$ cat config.mk
export PLATFORM = sky130hd
export DESIGN_NAME = sbusCtl
export DESIGN_NICKNAME = d
export VERILOG_FILES = /design/src/common/sbusPkg.sv /design/src/common/ctlPkg.sv /design/src/memStartCtl.sv /design/src/rqHold.sv /design/src/coreReadSeq.sv /design/src/sbusCtl.sv
export SDC_FILE = /design/constraint.sdc
export NUM_CORES = 1
export LEC_CHECK = 0
export ABC_AREA = 1
export BUFFER_PORTS_ARGS = -buffer_cell sky130_fd_sc_hd__buf_4
export CORE_MARGIN = 4
export CORE_UTILIZATION = 50
export DETAILED_ROUTE_END_ITERATION = 8
export PLACE_DENSITY = 0.72
export SLEW_MARGIN = 25
export SYNTH_ARGS = -nofsm -noshare
export SYNTH_HDL_FRONTEND = slang
export SYNTH_SLANG_ARGS = --single-unit
$ cat constraint.sdc
create_clock -name clk -period 4.5 [get_ports clk]
set_input_delay 0.225 -clock clk [delete_from_list [all_inputs] [get_ports clk]]
set_output_delay 0.225 -clock clk [all_outputs]
set_load 0.005 [all_outputs]
$ cat src/common/sbusPkg.sv
// The line is fixed at four words and the backplane line address at seven bits.
package sbusPkg;

  // Physical line address on the backplane.
  typedef logic [6:0] lineAdrT;

  // Word within a line.
  typedef logic [1:0] wordAdrT;

  // One request bit per word of the line. Bit n asks for word n.
  typedef logic [3:0] rqMaskT;

  localparam int WORDS_PER_LINE = 4;

  // Request as presented by the requester. It is 16 bits wide.
  typedef struct packed {
    lineAdrT lineAdr;
    wordAdrT wordAdr;
    rqMaskT  rqMask;
    logic    rd;
    logic    wr;
    logic    forceBadPar;
  } coreRqT;

  // Request as driven onto the memory bus. It is 18 bits wide.
  typedef struct packed {
    logic    startA;
    logic    startB;
    logic    rd;
    logic    wr;
    rqMaskT  rqMask;
    lineAdrT lineAdr;
    wordAdrT wordAdr;
    logic    adrPar;
  } memRqT;

  // Memory answer. Both bits are single cycle pulses.
  typedef struct packed {
    logic ackn;
    logic dataValid;
  } memRespT;

endpackage

$ cat src/common/ctlPkg.sv
// Control types for the start logic; the bus has exactly two phases, A and B.
package ctlPkg;

  // Bus phase. It alternates every clock and is A right after reset.
  typedef enum logic {
    PHASE_A,
    PHASE_B
  } phaseT;

  // Start controller states.
  // STARTED covers the time a start A or B is on the bus.
  // RD_WAIT waits for the last read word after the start has dropped.
  typedef enum logic [1:0] {
    IDLE,
    STARTED,
    RD_WAIT
  } ctlStateT;

endpackage

$ cat src/memStartCtl.sv
// One transfer at a time; lastAckn must only arrive while a start is on the bus.
`timescale 1ns/1ps

module memStartCtl (
  input  logic clk,
  input  logic rstN,
  input  logic startRq,
  input  logic isRead,
  input  logic lastAckn,
  input  logic rdDone,
  output logic load,
  output logic clear,
  output logic rdStart,
  output logic startA,
  output logic startB,
  output logic memPhaseA,
  output logic busy
);
  import ctlPkg::*;

  phaseT    phase;
  ctlStateT state;
  logic     accept;
  logic     rdHeld;
  logic     rdDoneSeen;

  assign accept    = startRq && (state == IDLE);
  assign busy      = (state != IDLE);
  assign load      = accept;
  assign rdStart   = accept && isRead;
  assign clear     = lastAckn && (state == STARTED);
  assign memPhaseA = (phase == PHASE_A);

  // The phase runs freely and is A in the first cycle out of reset.
  always_ff @(posedge clk) begin
    if (!rstN) begin
      phase <= PHASE_A;
    end else begin
      phase <= (phase == PHASE_A) ? PHASE_B : PHASE_A;
    end
  end

  // The start goes out in the phase that follows acceptance.
  // Since the phase flips at that edge, start A is chosen while we are in B.
  always_ff @(posedge clk) begin
    if (!rstN) begin
      startA <= 1'b0;
      startB <= 1'b0;
    end else if (accept) begin
      startA <= (phase == PHASE_B);
      startB <= (phase == PHASE_A);
    end else if (clear) begin
      startA <= 1'b0;
      startB <= 1'b0;
    end
  end

  always_ff @(posedge clk) begin
    if (!rstN) begin
      state      <= IDLE;
      rdHeld     <= 1'b0;
      rdDoneSeen <= 1'b0;
    end else begin
      case (state)
        IDLE: begin
          if (accept) begin
            state      <= STARTED;
            rdHeld     <= isRead;
            rdDoneSeen <= 1'b0;
          end
        end
        STARTED: begin
          // Read data can all be back before the last acknowledge.
          if (rdDone) begin
            rdDoneSeen <= 1'b1;
          end
          if (lastAckn) begin
            if (!rdHeld || rdDoneSeen || rdDone) begin
              state <= IDLE;
            end else begin
              state <= RD_WAIT;
            end
          end
        end
        RD_WAIT: begin
          if (rdDone) begin
            state <= IDLE;
          end
        end
        default: begin
          state <= IDLE;
        end
      endcase
    end
  end

endmodule

$ cat src/rqHold.sv
// Held fields change only at load; acknowledges are consumed lowest mask bit first.
`timescale 1ns/1ps

module rqHold (
  input  logic            clk,
  input  logic            rstN,
  input  logic            load,
  input  logic            clear,
  input  sbusPkg::coreRqT coreRq,
  input  logic            ackn,
  output sbusPkg::coreRqT held,
  output logic            adrPar,
  output logic            lastAckn
);
  import sbusPkg::*;

  rqMaskT ackLeft;
  rqMaskT ackLeftLow;

  always_ff @(posedge clk) begin
    if (load) begin
      held <= coreRq;
    end
  end

  // Parity is the XOR of everything the memory decodes and flips with forceBadPar.
  assign adrPar = ^{held.lineAdr, held.wordAdr, held.rqMask, held.rd, held.wr}
                  ^ held.forceBadPar;

  // Mask with its lowest set bit removed.
  assign ackLeftLow = ackLeft & (ackLeft - rqMaskT'(1));

  always_ff @(posedge clk) begin
    if (!rstN) begin
      ackLeft <= '0;
    end else if (load) begin
      ackLeft <= coreRq.rqMask;
    end else if (clear) begin
      ackLeft <= '0;
    end else if (ackn) begin
      ackLeft <= ackLeftLow;
    end
  end

  // High on the acknowledge that takes the only bit still set.
  assign lastAckn = ackn && (ackLeft != '0) && (ackLeftLow == '0);

endmodule

$ cat src/coreReadSeq.sv
// Words return in ring order from wordAdr; coreDataValid must trail rdStart by 2+ cycles.
`timescale 1ns/1ps

module coreReadSeq #(
  parameter int dataValidDelay = 2
) (
  input  logic             clk,
  input  logic             rstN,
  input  logic             rdStart,
  input  sbusPkg::rqMaskT  rqMask,
  input  sbusPkg::wordAdrT wordAdr,
  input  logic             dataValid,
  output logic             coreDataValid,
  output sbusPkg::wordAdrT coreAdr,
  output logic             coreRdInProg,
  output logic             rdDone
);
  import sbusPkg::*;

  logic [dataValidDelay-1:0] dvPipe;
  logic                      loadHeld;
  rqMaskT                    wordsLeft;
  rqMaskT                    wordBit;
  rqMaskT                    wordsAfter;
  wordAdrT                   wordCnt;

  // Returns the next requested word above cur in ring order.
  function automatic wordAdrT nextWord(rqMaskT mask, wordAdrT cur);
    wordAdrT result;
    wordAdrT probe;
    result = cur;
    for (int k = WORDS_PER_LINE - 1; k >= 1; k--) begin
      probe = cur + wordAdrT'(k);
      if (mask[probe]) begin
        result = probe;
      end
    end
    return result;
  endfunction

  always_ff @(posedge clk) begin
    if (!rstN) begin
      dvPipe <= '0;
    end else begin
      dvPipe[0] <= dataValid;
      for (int i = 1; i < dataValidDelay; i++) begin
        dvPipe[i] <= dvPipe[i-1];
      end
    end
  end

  assign coreDataValid = dvPipe[dataValidDelay-1];
  assign coreAdr       = wordCnt;
  assign wordBit       = rqMaskT'(1) << wordCnt;
  assign wordsAfter    = wordsLeft & ~wordBit;
  assign rdDone        = coreDataValid && (wordsAfter == '0);

  // The held request is only valid the cycle after rdStart, so loading waits one clock.
  always_ff @(posedge clk) begin
    if (!rstN) begin
      loadHeld     <= 1'b0;
      coreRdInProg <= 1'b0;
      wordsLeft    <= '0;
    end else begin
      loadHeld <= rdStart;
      if (rdStart) begin
        coreRdInProg <= 1'b1;
      end else if (rdDone) begin
        coreRdInProg <= 1'b0;
      end
      if (loadHeld) begin
        wordsLeft <= rqMask;
      end else if (coreDataValid) begin
        wordsLeft <= wordsAfter;
      end
    end
  end

  always_ff @(posedge clk) begin
    if (loadHeld) begin
      wordCnt <= wordAdr;
    end else if (coreDataValid) begin
      wordCnt <= nextWord(wordsAfter, wordCnt);
    end
  end

endmodule

$ cat src/sbusCtl.sv
// Requester must hold startRq and coreRq until accepted; dataValidDelay must be 1 or more.
`timescale 1ns/1ps

module sbusCtl #(
  parameter int dataValidDelay = 2
) (
  input  logic              clk,
  input  logic              rstN,
  input  logic              startRq,
  input  sbusPkg::coreRqT   coreRq,
  output logic              busy,
  output sbusPkg::memRqT    memRq,
  input  sbusPkg::memRespT  memResp,
  output logic              memPhaseA,
  output logic              coreDataValid,
  output sbusPkg::wordAdrT  coreAdr,
  output logic              coreRdInProg
);
  import sbusPkg::*;

  logic   load;
  logic   clear;
  logic   rdStart;
  logic   startA;
  logic   startB;
  logic   lastAckn;
  logic   rdDone;
  logic   adrPar;
  coreRqT held;

  memStartCtl i_memStartCtl (
    .clk       (clk),
    .rstN      (rstN),
    .startRq   (startRq),
    .isRead    (coreRq.rd),
    .lastAckn  (lastAckn),
    .rdDone    (rdDone),
    .load      (load),
    .clear     (clear),
    .rdStart   (rdStart),
    .startA    (startA),
    .startB    (startB),
    .memPhaseA (memPhaseA),
    .busy      (busy)
  );

  rqHold i_rqHold (
    .clk      (clk),
    .rstN     (rstN),
    .load     (load),
    .clear    (clear),
    .coreRq   (coreRq),
    .ackn     (memResp.ackn),
    .held     (held),
    .adrPar   (adrPar),
    .lastAckn (lastAckn)
  );

  coreReadSeq #(
    .dataValidDelay (dataValidDelay)
  ) i_coreReadSeq (
    .clk           (clk),
    .rstN          (rstN),
    .rdStart       (rdStart),
    .rqMask        (held.rqMask),
    .wordAdr       (held.wordAdr),
    .dataValid     (memResp.dataValid),
    .coreDataValid (coreDataValid),
    .coreAdr       (coreAdr),
    .coreRdInProg  (coreRdInProg),
    .rdDone        (rdDone)
  );

  // The bus sees the held request fields next to the start bits.
  assign memRq = '{
    startA:  startA,
    startB:  startB,
    rd:      held.rd,
    wr:      held.wr,
    rqMask:  held.rqMask,
    lineAdr: held.lineAdr,
    wordAdr: held.wordAdr,
    adrPar:  adrPar
  };

endmodule

==> impl_metrics.ini <==
[outcome]
status = finished, final reports clean

[placed_design]
dpl.hpwl_mm = 2.96
io_buffer_count = 44
gp_congestion = 0.851

[layout]
areaGrowthSynthToFinish_pct = 17.0
final_cell_mix = nand2_1 (78), buf_4 (44), inv_1 (32)
final_common_cell = nand2_1
drive_gt1_share_pct = 25.9
num_antenna_cells = 0
final_nets = 317

[global_routing]
grt_pass1_vias = 1540
grt.overflow.total = 0
grt_pass1_wl_mm = 6.53
grtUsageTotal_pct = 15.9
antenna_found_initial = 0
grt_max_degree = 23

[clocking]
cts_inserted_buffers = 5
h-tree-depth = 2
cts_root_buf = clkbuf_8
ctsHoldBuffers = 0
cts_sinks = 37
insertion_delay_ns = 0.29
clkTransAtPathRegs_ns = 0.08
cts_tree = built
cts_setup_buffers = 0
ctsResizeCount = 0
clk_path_buf_depth = 2

[synthesis]
seq_area_frac_synth_pct = 44.8
synth_area_um2 = 2050
ys_ff_latch = 37
synth.avg_cell_area_um2 = 7.84
ys_top_cells_by_area = edfxtp_1 (26%), dfxtp_1 (19%), nand2_1 (14%), buf_4 (6.9%), inv_1 (5.8%)
synth_fp_nets = 287
yosysUniqueCellTypes = 28
synth_top_cell_by_area = edfxtp_1
syn_inst = 262
yosysTopAreaCellShare_pct = 26.3
ys_warn_count = 0

[drt]
via_count = 1624
dr.pass1.iters = 4
ant_nets = 0
routed_wl_mm = 3.74
wire_per_inst_um = 10.9
via_per_inst = 4.73
drc = 0
drtIter0Drc = 62

[critical_path]
cp_cell_sequence = inv_2 -> ha_1 -> nor2_4 -> nand2_1 -> o21ai_1 -> nand2_1 -> nand3_1 -> nor2_2 -> nor2_1
worstSetupPathType = register to register
critPathMaxFanout = 12
reg2reg_depth = 9
worst-endpoint-arrival_ns = 1.88
critical_path_required_ns = 4.51
crit_path_start_kind = register
crit_family = flip-flops
crit_top_cell = nand2_1
crit_buf_inv = 1
path_depth = 9
critPathSlowestCell = edfxtp_1
cp-end-kind = register
critical-path-max-stage-delay_ns = 0.60

[die]
dieWidth_um = 72.1
die_h_um = 72.1
start_util_pct = 51.4
core_area_um2 = 4000
pin_count = 45
rows = 23
die-area_um2 = 5200

[power]
total_power_mw = 0.800
pwr-share-seq_pct = 49.2
ir_worst_vdd_uv = 215
clkPwrFrac_pct = 33.4
p_per_area_nw_per_um2 = 333
leakagePower_nw = 1.19
switchingPower_mw = 0.215
pwr-share-comb_pct = 17.4
swShare_pct = 26.9
p_int_mw = 0.585

[timing]
relSlewSlack_pct = 73.1
rsz0062_at_grt = no
tightest_slew_ns = 0.403
finalSetupTns_ns = 0
setup_violations = 0
slew_violations = 0
hold_viol = 0
fmax_mhz = 535
period_needed_ns = 1.87
finClkSkew_ns = 0.00571
period_share_pct = 41.6

[flow_run]
maxCapViolCount = 0

[min_path]
hold_path.class = input pin to register
hold_depth = 1
synthesized netlist by cell type (all sizes together):
| cell | n |
|---|---|
| o22ai | 1 |
| a21oi | 10 |
| nand2 | 85 |
| dfxtp | 19 |
| a31oi | 1 |
| nor2 | 21 |
| xnor2 | 3 |
| xor2 | 3 |
| nand4 | 3 |
| nand3b | 2 |
| nand3 | 20 |
| inv | 39 |
| a31o | 1 |
| o211ai | 3 |
| buf | 21 |
| edfxtp | 18 |
| ha | 4 |
| o21ai | 8 |
metal layers:
metal  track usage (%)  wire [um]  vias to the layer above  share of wire (%)
li1                  -          -                      869                  -
met5                 0          0                        -                  0
met3              4.71        217                        4                5.8
met2              26.0       1780                       39                 48
met1              19.7       1680                      712                 45
met4              6.47         53                        0                1.4
worst register-to-register path: cells and delay by family (launching register included):
family,cells,cell delay (ns)
AO/OA/AOI/OAI,1,0.10
AND/OR/NAND/NOR,6,0.56
flip-flops,1,0.60
adder cells (fa/ha/maj),1,0.24
buffers and inverters,1,0.09
state kept, by name, summed over array words and instances (netlist names), 2 cells and up:
name,count
i_coreReadSeq.coreAdr,2
i_coreReadSeq.dvPipe,2
i_coreReadSeq.wordsLeft,4
i_memStartCtl.state,2
i_rqHold.ackLeft,4
i_rqHold.held,16
cell families after synthesis:
logic type                 synth area share, %
buffers and inverters                     14.7
DFF                                       44.8
and+or+nand+nor                           28.8
adders and majority gates                 2.44
AOI/OAI and AO/OA                         6.70
xor gates and xnor gates                  2.56
power groups by stage:
stage	logic (mW)	clock network [mW]	registers [mW]
detailed placement	0.140	0	0.402
CTS	0.141	0.276	0.394
global route	0.160	0.290	0.397
finish	0.139	0.267	0.394
floorplan	0.106	0	0.397
global placement	0.138	0	0.402
per-stage QoR:
step	area, um2	hold slack [ns]	util [%]	instances	setup WS [ns]
floorplan	2050	0.323	-	262	2.81
global placement	2290	0.393	57.4	335	2.67
detailed placement	2290	0.402	57.4	335	2.62
CTS	2400	0.0962	60.1	343	2.61
global route	2400	0.0900	60.1	343	2.41
finish	2400	0.108	60.1	343	2.63
final timing paths:
path                             from                  endpoint  slack, ns
max          i_coreReadSeq.coreAdr[0]  i_coreReadSeq.coreAdr[0]       2.63
min                        coreRq[13]         i_rqHold.held[13]       0.11
max reg2reg  i_coreReadSeq.coreAdr[0]  i_coreReadSeq.coreAdr[0]       2.63
min reg2reg   i_coreReadSeq.dvPipe[0]   i_coreReadSeq.dvPipe[1]       0.42
layout make-up:
cell class              instances  area [um2]
clock buffers                   6        93.8
clock inverters                 2        15.0
fillers                       366        1600
inverters                      39         149
multi-input cells             165         832
flip-flops and latches         37         921
well taps                      50        62.6
repair buffers                 44         330
(Power assumes the default switching activity.)
